[src/logic/huffman_pkg.sv]
/*
 * Shared sizes, types and emit-order tables for the Huffman code generator.
 * Every module imports this package; nodes 0..7 are the input symbols,
 * node 8+j is the node made by merge j.
 */
package huffman_pkg;

    // ============================================================
    // sizes
    // ============================================================
    localparam int sym_count    = 8;
    localparam int node_count   = 15;
    localparam int merge_count  = 7;
    localparam int emit_count   = 5;
    localparam int max_code_len = 7;

    // ============================================================
    // scalar types
    // ============================================================
    typedef logic [2:0] in_weight_t;
    typedef logic [5:0] node_weight_t;  // 8 x 7 = 56 fits
    typedef logic [sym_count-1:0] sym_mask_t;
    typedef logic [3:0] node_idx_t;
    typedef logic [2:0] sym_idx_t;
    typedef logic [2:0] merge_idx_t;
    typedef logic [max_code_len-1:0] code_t;
    typedef logic [2:0] code_len_t;

    // one tree node of 15 bits
    typedef struct packed {
        node_weight_t weight;
        sym_mask_t    symbols;
        logic         live;
    } node_t;

    // the two lowest-ranked live nodes
    typedef struct packed {
        node_idx_t lo;
        node_idx_t next;
    } pair_t;

    // symbol sent at each emit position, per mode
    localparam sym_idx_t emit_order_mode0 [emit_count] = '{3'd4, 3'd5, 3'd6, 3'd7, 3'd3};
    localparam sym_idx_t emit_order_mode1 [emit_count] = '{3'd4, 3'd2, 3'd5, 3'd0, 3'd1};

endpackage

[src/logic/huffman_ctrl.sv]
/*
 * Phase sequencer for the Huffman code generator.
 * Walks idle -> load -> merge -> emit and numbers the incoming symbols
 * and the seven merges. Strobes are decoded from the phase register.
 */
`timescale 1ns/1ps

module huffman_ctrl (
    input  logic                    clk,
    input  logic                    rst_n,
    input  logic                    in_valid,
    input  logic                    emit_done,
    output logic                    start,
    output logic                    load_en,
    output huffman_pkg::sym_idx_t   load_idx,
    output logic                    merge_en,
    output huffman_pkg::merge_idx_t merge_idx,
    output logic                    emit_en,
    output logic                    clear
);
    import huffman_pkg::*;

    typedef enum logic [1:0] {
        st_idle,
        st_load,
        st_merge,
        st_emit
    } phase_t;

    phase_t     state, state_nxt;
    sym_idx_t   load_cnt;
    merge_idx_t merge_cnt;

    // ============================================================
    // phase FSM
    // ============================================================
    always_comb begin
        state_nxt = state;
        case (state)
            st_idle:  if (in_valid) state_nxt = st_load;
            st_load:  if (in_valid && load_cnt == sym_idx_t'(sym_count - 1)) state_nxt = st_merge;
            st_merge: if (merge_cnt == merge_idx_t'(merge_count - 1)) state_nxt = st_emit;
            st_emit:  if (emit_done) state_nxt = st_idle;
            default:  state_nxt = st_idle;
        endcase
    end

    always_ff @(posedge clk or negedge rst_n) begin
        if (!rst_n) begin
            state     <= st_idle;
            load_cnt  <= '0;
            merge_cnt <= '0;
            clear     <= 1'b0;
        end else begin
            state <= state_nxt;
            if (load_en)
                load_cnt <= load_cnt + 3'd1;  // wraps to 0 after symbol 7
            if (clear)
                merge_cnt <= '0;
            else if (merge_en)
                merge_cnt <= merge_cnt + 3'd1;
            clear <= emit_en && emit_done;  // one cycle after the last bit
        end
    end

    // strobes
    assign start     = (state == st_idle) && in_valid;
    assign load_en   = ((state == st_idle) || (state == st_load)) && in_valid;
    assign load_idx  = load_cnt;
    assign merge_en  = (state == st_merge);
    assign merge_idx = merge_cnt;
    assign emit_en   = (state == st_emit);

endmodule

[src/logic/node_table.sv]
/*
 * Weight and symbol-set storage for the fifteen tree nodes.
 * Symbol nodes are written as weights arrive; each merge writes node
 * 8+merge_idx from the selected pair and retires both children.
 */
`timescale 1ns/1ps

module node_table (
    input  logic                    clk,
    input  logic                    rst_n,
    input  logic                    start,
    input  logic                    load_en,
    input  huffman_pkg::sym_idx_t   load_idx,
    input  huffman_pkg::in_weight_t in_weight,
    input  logic                    merge_en,
    input  huffman_pkg::merge_idx_t merge_idx,
    input  huffman_pkg::pair_t      pair,
    output huffman_pkg::node_t      nodes [huffman_pkg::node_count]
);
    import huffman_pkg::*;

    node_weight_t          weight_q [node_count];
    sym_mask_t             sym_q [node_count];
    logic [node_count-1:0] live_q;
    node_idx_t             new_idx;

    assign new_idx = {1'b1, merge_idx};  // 8 + j

    // live flags
    always_ff @(posedge clk or negedge rst_n) begin
        if (!rst_n) begin
            live_q <= '0;
        end else if (start) begin
            live_q <= node_count'((1 << sym_count) - 1);  // leaves only
        end else if (merge_en) begin
            live_q[pair.lo]   <= 1'b0;
            live_q[pair.next] <= 1'b0;
            live_q[new_idx]   <= 1'b1;
        end
    end

    // node payload
    always_ff @(posedge clk) begin
        if (start) begin
            for (int s = 0; s < sym_count; s++) begin
                sym_q[s] <= sym_mask_t'(1 << s);  // one-hot leaf sets
            end
        end
        if (load_en)
            weight_q[load_idx] <= {3'b000, in_weight};
        if (merge_en) begin
            weight_q[new_idx] <= weight_q[pair.lo] + weight_q[pair.next];
            sym_q[new_idx]    <= sym_q[pair.lo] | sym_q[pair.next];
        end
    end

    always_comb begin
        for (int i = 0; i < node_count; i++) begin
            nodes[i].weight  = weight_q[i];
            nodes[i].symbols = sym_q[i];
            nodes[i].live    = live_q[i];
        end
    end

endmodule

[src/logic/pair_selector.sv]
/*
 * Finds the two lowest-ranked live nodes of the table, combinationally.
 * Smaller weight ranks lower; on equal weight the higher node number
 * ranks lower. Feeds the merge in node_table and code_builder.
 */
`timescale 1ns/1ps

module pair_selector (
    input  huffman_pkg::node_t nodes [huffman_pkg::node_count],
    output huffman_pkg::pair_t pair
);
    import huffman_pkg::*;

    // ============================================================
    // two-pass scan
    // ============================================================
    // scanning upward with <= lets a later equal-weight node take over,
    // which gives the higher-number tie preference
    always_comb begin
        node_weight_t lo_w;
        node_weight_t next_w;

        lo_w      = '1;  // above any reachable weight
        next_w    = '1;
        pair.lo   = '0;
        pair.next = '0;

        // lowest
        for (int i = 0; i < node_count; i++) begin
            if (nodes[i].live && nodes[i].weight <= lo_w) begin
                lo_w    = nodes[i].weight;
                pair.lo = node_idx_t'(i);
            end
        end

        // second lowest, skipping the winner
        for (int i = 0; i < node_count; i++) begin
            if (nodes[i].live && node_idx_t'(i) != pair.lo
                && nodes[i].weight <= next_w) begin
                next_w    = nodes[i].weight;
                pair.next = node_idx_t'(i);
            end
        end
    end

endmodule

[src/logic/code_builder.sv]
/*
 * Per-symbol code bits and code lengths, grown by one bit per merge.
 * Symbols under the lower-ranked child take a 1, those under the other
 * child take a 0. New bits enter at bit 0, so bit 0 ends as the root bit.
 */
`timescale 1ns/1ps

module code_builder (
    input  logic                   clk,
    input  logic                   rst_n,
    input  logic                   start,
    input  logic                   merge_en,
    input  huffman_pkg::node_t     nodes [huffman_pkg::node_count],
    input  huffman_pkg::pair_t     pair,
    output huffman_pkg::code_t     codes [huffman_pkg::sym_count],
    output huffman_pkg::code_len_t lens [huffman_pkg::sym_count]
);
    import huffman_pkg::*;

    sym_mask_t lo_syms;
    sym_mask_t next_syms;

    assign lo_syms   = nodes[pair.lo].symbols;
    assign next_syms = nodes[pair.next].symbols;

    // code lengths
    always_ff @(posedge clk or negedge rst_n) begin
        if (!rst_n) begin
            for (int s = 0; s < sym_count; s++) lens[s] <= '0;
        end else if (start) begin
            for (int s = 0; s < sym_count; s++) lens[s] <= '0;
        end else if (merge_en) begin
            for (int s = 0; s < sym_count; s++) begin
                if (lo_syms[s] || next_syms[s])
                    lens[s] <= lens[s] + 3'd1;
            end
        end
    end

    // code bits, shifted up
    always_ff @(posedge clk) begin
        if (start) begin
            for (int s = 0; s < sym_count; s++) codes[s] <= '0;
        end else if (merge_en) begin
            for (int s = 0; s < sym_count; s++) begin
                if (lo_syms[s])
                    codes[s] <= {codes[s][max_code_len-2:0], 1'b1};
                else if (next_syms[s])
                    codes[s] <= {codes[s][max_code_len-2:0], 1'b0};
            end
        end
    end

endmodule

[src/logic/code_serializer.sv]
/*
 * Bit-serial output of the five selected codes.
 * The mode is latched on start; while emit_en is high one bit goes out
 * per cycle, bit 0 first, and emit_done marks the final bit.
 */
`timescale 1ns/1ps

module code_serializer (
    input  logic                   clk,
    input  logic                   rst_n,
    input  logic                   start,
    input  logic                   out_mode,
    input  logic                   emit_en,
    input  huffman_pkg::code_t     codes [huffman_pkg::sym_count],
    input  huffman_pkg::code_len_t lens [huffman_pkg::sym_count],
    output logic                   emit_done,
    output logic                   out_valid,
    output logic                   out_code
);
    import huffman_pkg::*;

    logic       mode_q;
    logic [2:0] pos_q;    // emit position 0..4
    code_len_t  bit_q;    // bit within current code
    sym_idx_t   cur_sym;
    logic       last_bit;

    assign cur_sym   = mode_q ? emit_order_mode1[pos_q] : emit_order_mode0[pos_q];
    assign last_bit  = (bit_q == lens[cur_sym] - 3'd1);
    assign emit_done = emit_en && last_bit && (pos_q == 3'(emit_count - 1));

    always_ff @(posedge clk or negedge rst_n) begin
        if (!rst_n) begin
            mode_q <= 1'b0;
            pos_q  <= '0;
            bit_q  <= '0;
        end else begin
            if (start)
                mode_q <= out_mode;
            if (emit_en) begin
                if (emit_done) begin
                    pos_q <= '0;
                    bit_q <= '0;
                end else if (last_bit) begin
                    pos_q <= pos_q + 3'd1;  // next symbol
                    bit_q <= '0;
                end else begin
                    bit_q <= bit_q + 3'd1;
                end
            end
        end
    end

    assign out_valid = emit_en;
    assign out_code  = emit_en & codes[cur_sym][bit_q];  // 0 when idle

endmodule

[src/logic/huffman_top.sv]
/*
 * Top level of the Huffman code generator.
 * Eight 3-bit weights in, one per cycle under in_valid; five codes out,
 * one bit per cycle under out_valid, order chosen by out_mode.
 */
`timescale 1ns/1ps

module huffman_top (
    input  logic                    clk,
    input  logic                    rst_n,
    input  logic                    in_valid,
    input  huffman_pkg::in_weight_t in_weight,
    input  logic                    out_mode,
    output logic                    out_valid,
    output logic                    out_code
);
    import huffman_pkg::*;

    logic       start;
    logic       load_en;
    sym_idx_t   load_idx;
    logic       merge_en;
    merge_idx_t merge_idx;
    logic       emit_en;
    logic       emit_done;
    node_t      nodes [node_count];
    pair_t      pair;
    code_t      codes [sym_count];
    code_len_t  lens [sym_count];

    // ============================================================
    // control and datapath
    // ============================================================
    huffman_ctrl u_ctrl (
        .clk(clk), .rst_n(rst_n), .in_valid(in_valid), .emit_done(emit_done),
        .start(start), .load_en(load_en), .load_idx(load_idx),
        .merge_en(merge_en), .merge_idx(merge_idx), .emit_en(emit_en), .clear()
    );

    node_table u_nodes (
        .clk(clk), .rst_n(rst_n), .start(start), .load_en(load_en),
        .load_idx(load_idx), .in_weight(in_weight), .merge_en(merge_en),
        .merge_idx(merge_idx), .pair(pair), .nodes(nodes)
    );

    pair_selector u_select (.nodes(nodes), .pair(pair));

    code_builder u_codes (
        .clk(clk), .rst_n(rst_n), .start(start), .merge_en(merge_en),
        .nodes(nodes), .pair(pair), .codes(codes), .lens(lens)
    );

    code_serializer u_out (
        .clk(clk), .rst_n(rst_n), .start(start), .out_mode(out_mode),
        .emit_en(emit_en), .codes(codes), .lens(lens), .emit_done(emit_done),
        .out_valid(out_valid), .out_code(out_code)
    );

endmodule

[config.mk]
export PLATFORM = sky130hd
export DESIGN_NAME = huffman_top
export DESIGN_NICKNAME = d
export VERILOG_FILES = /design/src/logic/huffman_pkg.sv /design/src/logic/huffman_ctrl.sv /design/src/logic/node_table.sv /design/src/logic/pair_selector.sv /design/src/logic/code_builder.sv /design/src/logic/code_serializer.sv /design/src/logic/huffman_top.sv
export SDC_FILE = /design/constraint.sdc
export NUM_CORES = 1
export LEC_CHECK = 0
export BUFFER_PORTS_ARGS = -buffer_cell sky130_fd_sc_hd__buf_2
export CAP_MARGIN = 25
export CORE_MARGIN = 3
export CORE_UTILIZATION = 45
export CTS_CLUSTER_DIAMETER = 200
export DETAILED_ROUTE_END_ITERATION = 16
export PLACE_DENSITY_LB_ADDON = 0.12
export SLEW_MARGIN = 5
export SYNTH_ARGS = -nofsm -noshare
export SYNTH_HDL_FRONTEND = slang
export SYNTH_SLANG_ARGS = --single-unit
[constraint.sdc]
create_clock -name clk -period 54.8 [get_ports clk]
set_clock_uncertainty 0.1 [all_clocks]
set_input_delay 5.48 -clock clk [delete_from_list [all_inputs] [get_ports clk]]
set_output_delay 5.48 -clock clk [all_outputs]
set_load 0.1 [all_outputs]
# --- Yosys cells after proc, flatten, opt, wreduce, memory -nomap -nowiden ---
# Memory sizes are Yosys's and may differ from the RTL's.
# Index checks and enable logic that the tools add are counted.
# W data, S select, Z words.
op_classes:
  mux: 132
  eq_ne: 25
  add_sub_neg: 14
  reduce_logical: 104
  magnitude_cmp: 40
  bitwise_logic: 11
ops:
  columns: ["operator", "count"]
  rows:
  - ["$mux W6", 29]
  - ["$le A6 B6 Y1", 28]
  - ["$mux W7", 18]
  - ["$bmux W15 S4", 2]
  - ["$mux W3", 29]
  - ["$mux W4", 16]
  - ["$logic_and A1 B1 Y1", 54]
  - ["$mux W24", 2]
  - ["$reduce_bool A2 Y1", 19]
  - ["$add A3 B1 Y3 const B", 12]
  - ["$mux W9", 4]
  - ["$reduce_and A2 Y1", 17]
  - ["$and A15 B15 Y15", 2]
  - ["$mux W15", 2]
  - ["$not A15 Y15", 2]
  - ["$ne A4 B4 Y1 const A", 7]
  - ["$bmux W7 S3", 1]
  - ["$mux W2", 8]
  - ["$ne A3 B4 Y1 const A", 4]
  - ["$lt A4 B5 Y1 const B", 3]
  - ["$or A15 B15 Y15", 1]
  - ["$mux W1", 14]
  - ["$ge A4 B1 Y1 const B", 3]
  - ["$ge A5 B5 Y1 const B", 2]
  - ["other kinds (29)", 47]
word_totals:
  rom_bits: 48
  regBits: 111
  memories: 4
  in_bits: 7
  ram_bits: 210
memory_table:
  columns: ["memory", "depth", "width", "read_ports", "rd_clocked_by_memory_dff", "wr", "line_no", "source"]
  rows:
  - ["u_nodes.sym_q", 15, 8, 17, 0, 8, "node_table.sv:23", "sym_mask_t sym_q [node_count];"]
  - ["u_nodes.weight_q", 15, 6, 17, 0, 1, "node_table.sv:22", "node_weight_t weight_q [node_count];"]
  - ["(name not given)", 8, 3, 1, 0, 0, "code_serializer.sv:28", "assign cur_sym = mode_q ? emit_order_mode1[pos_q] : emit_order_mode0[pos_q];"]
  - ["(name not given)", 8, 3, 1, 0, 0, "code_serializer.sv:28", null]

# --- Longest topological paths before layout ---
# Gate-level depths: netlist of the first run.
# An unclocked memory read counts as a cell.
logic_depth:
  word_depth: 101
  depth_mapped: 318

# --- Hierarchy ---
# A second synthesis of the first run with hierarchy kept.
unflattened:
  hier_cells: 2670
  area_unflattened_um2: 25142.9
by_module_without_submodules:
  columns: ["mod", "seq_area_each_um2", "instances", "area_per_inst_um2", "cells_per_inst"]
  rows:
  - ["pair_selector", 0.0, 1, 9664.3, 1406]
  - ["node_table", 4459.3, 1, 7701.1, 493]
  - ["code_builder", 1721.7, 1, 5619.1, 506]
  - ["code_serializer", 175.2, 1, 1599.0, 211]
  - ["huffman_ctrl", 225.2, 1, 559.3, 54]

# --- Worst setup path before layout of the first run ---
# No wires, ideal clock.
synth_path:
  path_kind: "register to register"
  from: "register u_nodes.live_q[0]"
  to: "memory u_nodes.weight_q[0][5] (netlist name) (data pin)"
  n_path_buf: 21
  path_slack_ns: 2.456
  setup_ns: 0.286
  required_time_ns: 54.414
  period_less_slack_ns: 52.344
  path_stages_with_launch: 290
  arrival_ns: 51.958
  path_cell_list: "dfrtp_1 nor2b_1 ha_1 and2_1 mux2_2 a22oi_1 o21ai_0 ha_1 nand2b_1 or2_2 a311oi_2 nor3_2 mux2i_4 nand2_1 o21ai_0 inv_1 ha_1 a21o_1 [254 not listed] o22ai_1 nand3_1 nand2_1 a21oi_2 buf_2 nand2_1 clkbuf_1 o22ai_1 o21ai_0 and4_1 ha_1 a21o_1 a21oi_1 o21bai_1 a21oi_1 xnor2_1 nand4_1 a21oi_1"
synth_via:
  elab_chain_cells: 93
  word_cells_on_any_way: 147
  classes_between: "add/sub (1); order compare (28); eq/ne (14); mux (57); reduce/logical (46); memory (1)"
synth_rtl:
  columns: ["item", "line_no", "source"]
  rows:
  - ["from (decl)", "node_table.sv:24", "logic [node_count-1:0] live_q;"]
  - ["from (signal assigned)", "node_table.sv:34", "live_q <= node_count'((1 << sym_count) - 1);"]
  - ["$logic_and A1 B1 Y1", "pair_selector.sv:30", "if (nodes[i].live && nodes[i].weight <= lo_w) begin"]
  - ["$mux W6", "pair_selector.sv:30", null]
  - ["$le A6 B6 Y1", "pair_selector.sv:30", null]
  - ["$logic_and A1 B1 Y1", "pair_selector.sv:30", null]
  - ["$mux W6", "pair_selector.sv:30", null]
  - ["$le A6 B6 Y1", "pair_selector.sv:30", null]
  - ["$logic_and A1 B1 Y1", "pair_selector.sv:30", null]
  - ["$mux W6", "pair_selector.sv:30", null]
  - ["[77 not listed]", null, null]
  - ["$logic_and A1 B1 Y1", "pair_selector.sv:39", "&& nodes[i].weight <= next_w) begin"]
  - ["$mux W6", "pair_selector.sv:38", "if (nodes[i].live && node_idx_t'(i) != pair.lo"]
  - ["$le A6 B6 Y1", "pair_selector.sv:39", null]
  - ["$logic_and A1 B1 Y1", "pair_selector.sv:39", null]
  - ["$mux W4", "pair_selector.sv:38", null]
  - ["$mem_v2 Z15 W6 *", null, null]
  - ["$add A6 B6 Y6 *", "node_table.sv:52", "weight_q[new_idx] <= weight_q[pair.lo] + weight_q[pair.next];"]
  - ["$mux W6 (no source line) *", null, null]
  - ["to (decl)", "node_table.sv:22", null]
# Every way passes the cells marked *; elsewhere a longest branch is shown, timed or not.

==> flow_summary.json, run 1 <==
{
  "reg2regPathDepth": 265,
  "drv_slew": 0,
  "vias_per_cell": 6.60,
  "setup_ws_ns": 2.72,
  "cts_max_level": 1,
  "fin_cells": 3528,
  "cp.required_ns": 55.08,
  "synth_area_leaders": "edfxtp_1, ha_1, nand2_1",
  "syn_inst": 2800,
  "use_met2_pct": 54.7,
  "syn_to_final_growth_pct": 13.7,
  "grtUsageMet3_pct": 4.79,
  "hold_class": "reg2reg",
  "drive_gt1_share_pct": 15.4,
  "crit_arrival_ns": 52.37,
  "maxCapViolCount": 0,
  "synthesis.nets": 2958,
  "r2r_slack_ns": 2.72,
  "synth_edf_count": 150,
  "synth.avg_cell_area_um2": 8.26,
  "cp-start-kind": "flop",
  "grt_pass1_vias": 22128,
  "min_period_ns": 52.08,
  "ctsRootBufferMaster": "clkbuf_16",
  "end_kind": "flop",
  "cts_tree": "yes",
  "utilization_pct": 52.1,
  "yosys_most_used_dff": "edfxtp_1",
  "synthTopCellsByCount": "nand2_1, nor2_1, o21ai_0",
  "cts_num_sinks": 261,
  "rows": 82,
  "n_antenna_cell": 0,
  "initial_core_util_pct": 45.8,
  "critPathCapture": "u_nodes.weight_q[5][4]$_DFFE_PP_",
  "core_area_mm2": 0.0505,
  "fin_crit_sh_pct": 95.0,
  "hold_viol_final": 0,
  "ios": 9,
  "die_h_um": 233,
  "status": "completed",
  "wl_per_cell_um": 26.3,
  "synth_cell_type_count": 130,
  "cts_made_buffers": 28,
  "dp_slack_ns": -2.11,
  "setup_viol": 0,
  "synth_top_area_share_pct": 19.5,
  "syn-cell-area_mm2": 0.0231,
  "clock_path_buffers": 3,
  "grt_start_max_net_pins": 74,
  "post-dp-hpwl_um": 69500,
  "die_x_um": 233,
  "ant_nets": 0,
  "r2r-end": "u_nodes.weight_q[5][4]$_DFFE_PP_",
  "crit_path_top_delay_cell": "or4_4",
  "antenna_found_initial": 2,
  "cpPeakStageDelay_ns": 0.57,
  "grt_pass1_wl_um": 137000,
  "yosysMostFrequentCell": "nand2_1",
  "gp_congestion": 1.05,
  "first_iter_violations": 2378,
  "fmax_mhz": 19.2,
  "synth_top_area_cell": "edfxtp_1",
  "cp_common_cell": "ha_1",
  "grt.busiest_layer": "met2",
  "clkLatencyLatePin_ns": 0.58,
  "port_buffers": 8,
  "vias": 23274,
  "critical_path.top_delay_family": "compound AO/OA/AOI/OAI gates",
  "nNetsFinal": 2992,
  "yosys_warnings": 0,
  "ys_seq_area_share_pct": 30.3,
  "dp.cells": 3417,
  "cp_max_fo": 17,
  "path_depth": 265,
  "ys_ff_latch": 261,
  "drc_errors": 0,
  "die_area_mm2": 0.0541,
  "first_pass_iters": 6,
  "critPathLaunch": "u_nodes.weight_q[0][5]$_DFFE_PP_",
  "worstSetupPathType": "reg2reg",
  "drt-total-wl_um": 92700,
  "relSlewSlack_pct": 32.5,
  "use_met1_pct": 42.9,
  "worst_slew_pin_slew_ns": 1.01,
  "cts_hold_buf": 0,
  "crit_buf_inv": 28,
  "overflow": 0,
  "path_clk_slew_ns": 0.07,
  "synth-async-reset-ratio_pct": 21.1,
  "reg2reg_from": "u_nodes.weight_q[0][5]$_DFFE_PP_",
  "track_usage_pct": 33.0
}
[tightest hold or removal path, cell delays in order, from the launching register on]
cell and delay (ns):
dfxtp_1 0.31, nand2_1 0.05, mux2i_1 0.05
[timing repair]
action | 4_1_cts | 5_1_grt
gates resized for setup | 24 | 152
endpoints found under the setup margin | 209 | 245
pin swaps | 5 | 58
cloned | 0 | 3
setup buffers | 8 | 48
[flip-flops by register name, indices dropped and copies added (netlist names)]
register	flops
u_ctrl.state	2
u_out.bit_q	3
u_out.pos_q	3
u_nodes.weight_q	94
u_ctrl.merge_idx	3
u_out.mode_q	1
u_codes.lens	24
u_nodes.sym_q	56
u_codes.codes	56
u_ctrl.clear	1
u_ctrl.load_idx	3
u_nodes.live_q	15
[how the worst min path moves through the flow]
stage	startpoint	endpoint	slack [ns]	cells past startpoint
3_5_place_dp	u_codes.codes[55]$_SDFFE_PP0P_	u_codes.codes[55]$_SDFFE_PP0P_	0.36	2
6_report	u_codes.codes[34]$_SDFFE_PP0P_	u_codes.codes[34]$_SDFFE_PP0P_	0.36	2
5_1_grt	u_codes.codes[55]$_SDFFE_PP0P_	u_codes.codes[55]$_SDFFE_PP0P_	0.39	2
3_3_place_gp	u_codes.codes[55]$_SDFFE_PP0P_	u_codes.codes[55]$_SDFFE_PP0P_	0.35	2
4_1_cts	u_codes.codes[34]$_SDFFE_PP0P_	u_codes.codes[34]$_SDFFE_PP0P_	0.37	2
2_1_floorplan	u_ctrl.clear$_DFF_PN0_	u_ctrl.merge_idx[0]$_DFFE_PN0P_	0.32	1
[layout make-up]
cell class / count / area [um^2]
Tap cell: 672 / 841
Multi-Input combinational cell: 2242 / 15700
Clock inverter: 21 / 325
Inverter: 154 / 582
Clock buffer: 31 / 722
Fill cell: 4883 / 24200
Timing Repair Buffer: 147 / 1110
Sequential cell: 261 / 7000
[per-layer routing]
layer / wire length, um / part of all wire, %
met1: 37900 / 41
met3: 7250 / 7.8
met2: 43200 / 47
met4: 4310 / 4.6
met5: 62 / 0.067
[placed cells by master (no fill, tap or decap), types with 22 or more instances in the layout]
cell	n
nor2_1	256
a211oi_1	56
a31oi_1	36
nor3_1	39
xnor2_1	40
nor2b_1	27
and3_1	28
o211ai_1	28
nand4_1	32
nand3_1	93
o21ai_0	150
o22ai_1	52
nand2_1	358
nand2b_1	32
buf_4	133
inv_1	151
mux2_2	26
ha_1	140
mux2i_1	76
dfrtp_1	54
a22o_1	22
edfxtp_1	150
clkbuf_16	28
and2_1	45
a21oi_1	121
o21ai_1	41
dfxtp_1	56
a21o_1	27
[metrics by stage]
stage          cell area (um^2)  TNS (ns)  hold slack [ns]
3_3_place_gp              24000    -50.49            0.349
5_1_grt                   26300    -33.07            0.391
4_1_cts                   25300         0            0.371
2_1_floorplan             23100         0            0.324
3_5_place_dp              24100   -148.09            0.362
6_report                  26300         0            0.364
[cells by family after synthesis]
logic type | after synthesis | share of synthesized area, %
buffers and inverters | 300 | 5.22
XOR/XNOR | 48 | 1.82
AND/OR/NAND/NOR | 1044 | 21.4
AO/OA/AOI/OAI | 867 | 27.0
flip-flops | 261 | 30.3
adder cells (fa/ha/maj) | 160 | 8.59
multiplexers | 120 | 5.60
Power of run 1 is not shown: default switching activity piles up to over one toggle a cycle in this logic, so the estimate is an artifact.
==> run 2, diff against run 1 <==
--- a/config.mk
+++ b/config.mk
@@ -7,6 +7,7 @@
 export LEC_CHECK = 0
 export BUFFER_PORTS_ARGS = -buffer_cell sky130_fd_sc_hd__buf_2
 export CAP_MARGIN = 25
+export CORE_ASPECT_RATIO = 1.5
 export CORE_MARGIN = 3
 export CORE_UTILIZATION = 45
 export CTS_CLUSTER_DIAMETER = 200
==> run 2 against run 1 <==
Cell area shrank 0.55%. Register-to-register slack gained 0.02 ns. Worst hold slack lost 0.0016 ns. Critical path depth grew 4. Fmax is essentially flat. Sequential cell count is the same. Utilization shrank 0.49 points. Worst setup slack gained 0.018 ns. Wire length grew 6.7%. Clock-buffer cell count shrank 3. Global-route usage grew 2.1 points.
==> flow_summary.json, run 2 (synthesis results as in run 1) <==
{
  "crit_path_top_delay_cell": "nor2_1",
  "worstSetupPathType": "reg2reg",
  "clock_path_buffers": 3,
  "cts_made_buffers": 25,
  "cp_max_fo": 14,
  "dp.cells": 3427,
  "relSlewSlack_pct": 32.6,
  "first_pass_iters": 5,
  "cpPeakStageDelay_ns": 0.59,
  "gp_congestion": 1.05,
  "crit_arrival_ns": 52.34,
  "status": "completed",
  "wl_per_cell_um": 27.9,
  "n_antenna_cell": 0,
  "fin_crit_sh_pct": 95.0,
  "final_common_cell": "nand2_1",
  "ctsRootBufferMaster": "clkbuf_16",
  "grt_start_max_net_pins": 52,
  "drt-total-wl_um": 98900,
  "maxCapViolCount": 0,
  "cts_num_sinks": 261,
  "r2r_slack_ns": 2.74,
  "port_buffers": 8,
  "ios": 9,
  "use_met1_pct": 37.3,
  "path_clk_slew_ns": 0.07,
  "drive_gt1_share_pct": 15.1,
  "overflow": 0,
  "use_met2_pct": 63.6,
  "clkLatencyLatePin_ns": 0.58,
  "post-dp-hpwl_um": 75700,
  "die_area_mm2": 0.0542,
  "cp.required_ns": 55.07,
  "cts_max_level": 1,
  "reg_top3": "u_nodes.weight_q (94), u_codes.codes (56), u_nodes.sym_q (56)",
  "worst_slew_pin_slew_ns": 1.00,
  "critical_path.top_delay_family": "compound AO/OA/AOI/OAI gates",
  "grt_pass1_wl_um": 144000,
  "vias": 23294,
  "end_kind": "flop",
  "largest_reg_flops": 94,
  "crit_buf_inv": 28,
  "die_x_um": 191,
  "track_usage_pct": 35.1,
  "rows": 101,
  "drc_errors": 0,
  "cts_tree": "yes",
  "syn_to_final_growth_pct": 13.1,
  "layout_common_cells": "nand2_1, nor2_1, o21ai_0",
  "utilization_pct": 51.6,
  "antenna_found_initial": 3,
  "hold_class": "reg2reg",
  "drv_slew": 0,
  "ant_nets": 0,
  "setup_viol": 0,
  "fin_cells": 3538,
  "holdWs_ns": 0.362,
  "min_period_ns": 52.06,
  "first_iter_violations": 1775,
  "grtUsageMet3_pct": 4.29,
  "die_h_um": 284,
  "cp-start-kind": "flop",
  "cp_common_cell": "ha_1",
  "core_area_mm2": 0.0507,
  "nNetsFinal": 3008,
  "grt.busiest_layer": "met2",
  "largest-register": "u_nodes.weight_q",
  "initial_core_util_pct": 45.6,
  "grt_pass1_vias": 22734,
  "cts_hold_buf": 0,
  "fmax_mhz": 19.2,
  "hold_viol_final": 0,
  "vias_per_cell": 6.58
}
==> run 2: final timing paths <==
path                                                   from                          endpoint  depth (start not counted)
setup / recovery           u_nodes.weight_q[0][5]$_DFFE_PP_  u_nodes.weight_q[7][3]$_DFFE_PP_                        269
hold / removal               u_codes.codes[34]$_SDFFE_PP0P_    u_codes.codes[34]$_SDFFE_PP0P_                          2
setup reg to reg           u_nodes.weight_q[0][5]$_DFFE_PP_  u_nodes.weight_q[7][3]$_DFFE_PP_                        269
hold reg to reg              u_codes.codes[34]$_SDFFE_PP0P_    u_codes.codes[34]$_SDFFE_PP0P_                          2
max in group asynchronous                             rst_n     u_nodes.live_q[0]$_DFFE_PN0P_                          2
min in group asynchronous                             rst_n       u_codes.lens[4]$_DFFE_PN0P_                          1
==> run 2: routing by layer <==
metal / share of wire (%) / vias to the layer above
met4: 8.7 / 4
met5: 0.027 / -
li1: - / 10567
met2: 51 / 980
met1: 35 / 11350
met3: 5.5 / 393
==> run 2: per-stage QoR <==
step                      setup TNS, ns  setup WS (ns)  area (um^2)
after CTS                             0         0.0696        25100
after detailed placement        -190.68          -1.98        24100
after global placement           -62.29          -1.36        24100
after global routing             -15.51         -0.392        26100
final                                 0           2.74        26100
after floorplan                       0           2.46        23100
==> run 2: what timing repair did <==
action,in CTS,in global routing
gates cloned,1,2
pin swaps,2,51
gates resized for setup,27,129
endpoints found under the setup margin,231,245
setup buffers,3,59
==> run 2: cell type report <==
cell class / instances / area [um^2]
inverter: 154 / 582
timing repair buffer: 167 / 1270
fill: 4869 / 24500
tap: 669 / 837
clock inverter: 18 / 218
multi-input combinational: 2241 / 15600
sequential: 261 / 7000
clock buffer: 28 / 637
==> run 2: worst reg2reg max path: cells and delay by family (launching register included) <==
family | cells | cell delay [ns]
multiplexers | 13 | 3.21
AO/OA/AOI/OAI | 126 | 22.79
buffers and inverters | 28 | 3.51
flip-flops | 1 | 0.48
XOR/XNOR | 1 | 0.09
AND/OR/NAND/NOR | 68 | 11.83
adder cells (fa/ha/maj) | 33 | 9.80
Power of run 2 is left out for the same reason.
==> run 3, diff against run 2 <==
==> constraint.sdc (replaced) <==
create_clock -name clk -period 66.8 [get_ports clk]
set_clock_uncertainty 0.1 [all_clocks]
set_input_delay 6.68 -clock clk [delete_from_list [all_inputs] [get_ports clk]]
set_output_delay 6.68 -clock clk [all_outputs]
set_load 0.1 [all_outputs]
==> run 3 against run 2 <==
Sequential share of layout area is 1.5 points higher. Worst hold slack better by 0.0049 ns. Sequential cell count stayed put. Via count is 1.4% lower. Clock-buffer cell count is 4 higher. Highest routed layer unchanged.
==> flow_summary.json, run 3 (synthesis results as in run 1) <==
{
  "crit_path_top_delay_cell": "or4b_2",
  "die_area_mm2": 0.0542,
  "fmax_mhz": 16.2,
  "r2r_slack_ns": 5.07,
  "cpPeakStageDelay_ns": 0.70,
  "fin_crit_sh_pct": 92.4,
  "layout_common_cells": "nand2_1, nor2_1, o21ai_0",
  "status": "completed",
  "initial_core_util_pct": 45.6,
  "cp_common_cell": "ha_1",
  "cts_max_level": 1,
  "drc_errors": 0,
  "end_kind": "flop",
  "wl_per_cell_um": 28.4,
  "n_antenna_cell": 0,
  "grt_pass1_wl_um": 144000,
  "drv_slew": 0,
  "cts_tree": "yes",
  "vias": 22977,
  "rsz0062_at_grt": "false",
  "hold_class": "reg2reg",
  "die_h_um": 284,
  "setup-tns-final_ns": 0,
  "gp_congestion": 0.986,
  "worstSetupPathType": "reg2reg",
  "grt_pass1_vias": 22747,
  "cp_max_fo": 23,
  "track_usage_pct": 35.0,
  "drive_gt1_share_pct": 8.43,
  "cp.required_ns": 67.09,
  "vias_per_cell": 6.69,
  "crit_arrival_ns": 62.02,
  "hold_start": "u_codes.codes[55]$_SDFFE_PP0P_",
  "cts_num_sinks": 261,
  "fin_cells": 3432,
  "worst_slew_pin_slew_ns": 1.01,
  "dp.cells": 3379,
  "relSlewSlack_pct": 32.4,
  "min_period_ns": 61.73,
  "cts_hold_buf": 0,
  "overflow": 0,
  "reg2regPathDepth": 275,
  "largest_reg_flops": 94,
  "antenna_found_initial": 2,
  "reg_top3": "u_nodes.weight_q (94), u_codes.codes (56), u_nodes.sym_q (56)",
  "syn_to_final_growth_pct": 7.08,
  "setup_viol": 0,
  "clock_path_buffers": 3,
  "die_x_um": 191,
  "ctsRootBufferMaster": "clkbuf_16",
  "final_common_cell": "nand2_1",
  "nNetsFinal": 2901,
  "first_pass_iters": 5,
  "num-fill-cells": 4963,
  "grt_start_max_net_pins": 56,
  "cts_made_buffers": 26,
  "ios": 9,
  "largest-register": "u_nodes.weight_q",
  "core_area_mm2": 0.0507,
  "drt-total-wl_um": 97500,
  "hold-path-endpoint": "u_codes.codes[55]$_SDFFE_PP0P_",
  "rows": 101,
  "cp-start-kind": "flop",
  "port_buffers": 8,
  "post-dp-hpwl_um": 75800,
  "path_clk_slew_ns": 0.06,
  "reg2reg_from": "u_nodes.live_q[0]$_DFFE_PN0P_",
  "clkLatencyLatePin_ns": 0.56,
  "hold_viol_final": 0,
  "holdPathStages": 2,
  "utilization_pct": 48.9,
  "ant_nets": 0,
  "r2r-end": "u_nodes.weight_q[11][5]$_DFFE_PP_",
  "maxCapViolCount": 0,
  "first_iter_violations": 1808
}
==> run 3: cell types whose count changed in the layout (fill, tap and decap cells not counted), sizes merged, moves of 4 or more <==
| cell | before | now |
|---|---|---|
| buf | 166 | 60 |
| clkinvlp | 8 | 2 |
| clkbuf | 28 | 33 |
| clkinv | 5 | 9 |
==> run 3: final cells by class <==
type | count | area (um^2) | share of cell area, %
repair buffers | 61 | 438 | 1.77
flip-flops and latches | 261 | 7000 | 28.3
well taps | 669 | 837 | 3.38
multi-input cells | 2239 | 15000 | 60.5
inverters | 154 | 578 | 2.33
clock inverters | 16 | 189 | 0.763
clock buffers | 32 | 736 | 2.97
==> run 3: layer usage <==
| layer | track usage, % | share of wire [%] | vias to the layer above |
|---|---|---|---|
| li1 | - | - | 10353 |
| met1 | 37.1 | 35 | 11116 |
| met2 | 62.2 | 50 | 1096 |
| met3 | 4.62 | 6.0 | 410 |
| met4 | 26.7 | 9.4 | 2 |
| met5 | 0 | 0.010 | - |
==> run 3: metrics by stage <==
step / setup slack (ns) / hold WS, ns / area, um^2
floorplan: 14.46 / 0.324 / 23100
global placement: 5.38 / 0.350 / 23800
detailed placement: 5.12 / 0.364 / 23800
CTS: 4.90 / 0.371 / 24700
global route: 0.0104 / 0.405 / 24800
finish: 5.07 / 0.367 / 24800
==> run 3: repair_timing <==
item	4_1_cts	5_1_grt
resized for setup	0	1
endpoints found under the setup margin	0	70
setup buffers	0	4
==> run 3: worst max path at each step <==
stage / start / endpoint / slack [ns] / cells past startpoint
final: u_nodes.live_q[0]$_DFFE_PN0P_ / u_nodes.weight_q[11][5]$_DFFE_PP_ / 5.07 / 275
after global routing: u_nodes.live_q[0]$_DFFE_PN0P_ / u_nodes.weight_q[11][5]$_DFFE_PP_ / 0.01 / 278
after CTS: u_nodes.live_q[0]$_DFFE_PN0P_ / u_nodes.weight_q[11][5]$_DFFE_PP_ / 4.90 / 275
after detailed placement: u_nodes.live_q[0]$_DFFE_PN0P_ / u_nodes.weight_q[4][5]$_DFFE_PP_ / 5.12 / 276
after global placement: u_nodes.live_q[0]$_DFFE_PN0P_ / u_nodes.weight_q[4][5]$_DFFE_PP_ / 5.38 / 269
after floorplan: u_nodes.live_q[0]$_DFFE_PN0P_ / u_nodes.weight_q[0][5]$_DFFE_PP_ / 14.46 / 289
==> run 3: critical path, delay by kind of cell (launching register included) <==
family                     cells  cell delay [ns]
adders and majority gates     29             9.04
muxes                         13             3.67
DFF                            1             0.51
and+or+nand+nor               81            16.47
AOI/OAI and AO/OA            128            28.13
xor gates and xnor gates       1             0.16
buffers and inverters         23             3.30
Power of run 3 is left out for the same reason.
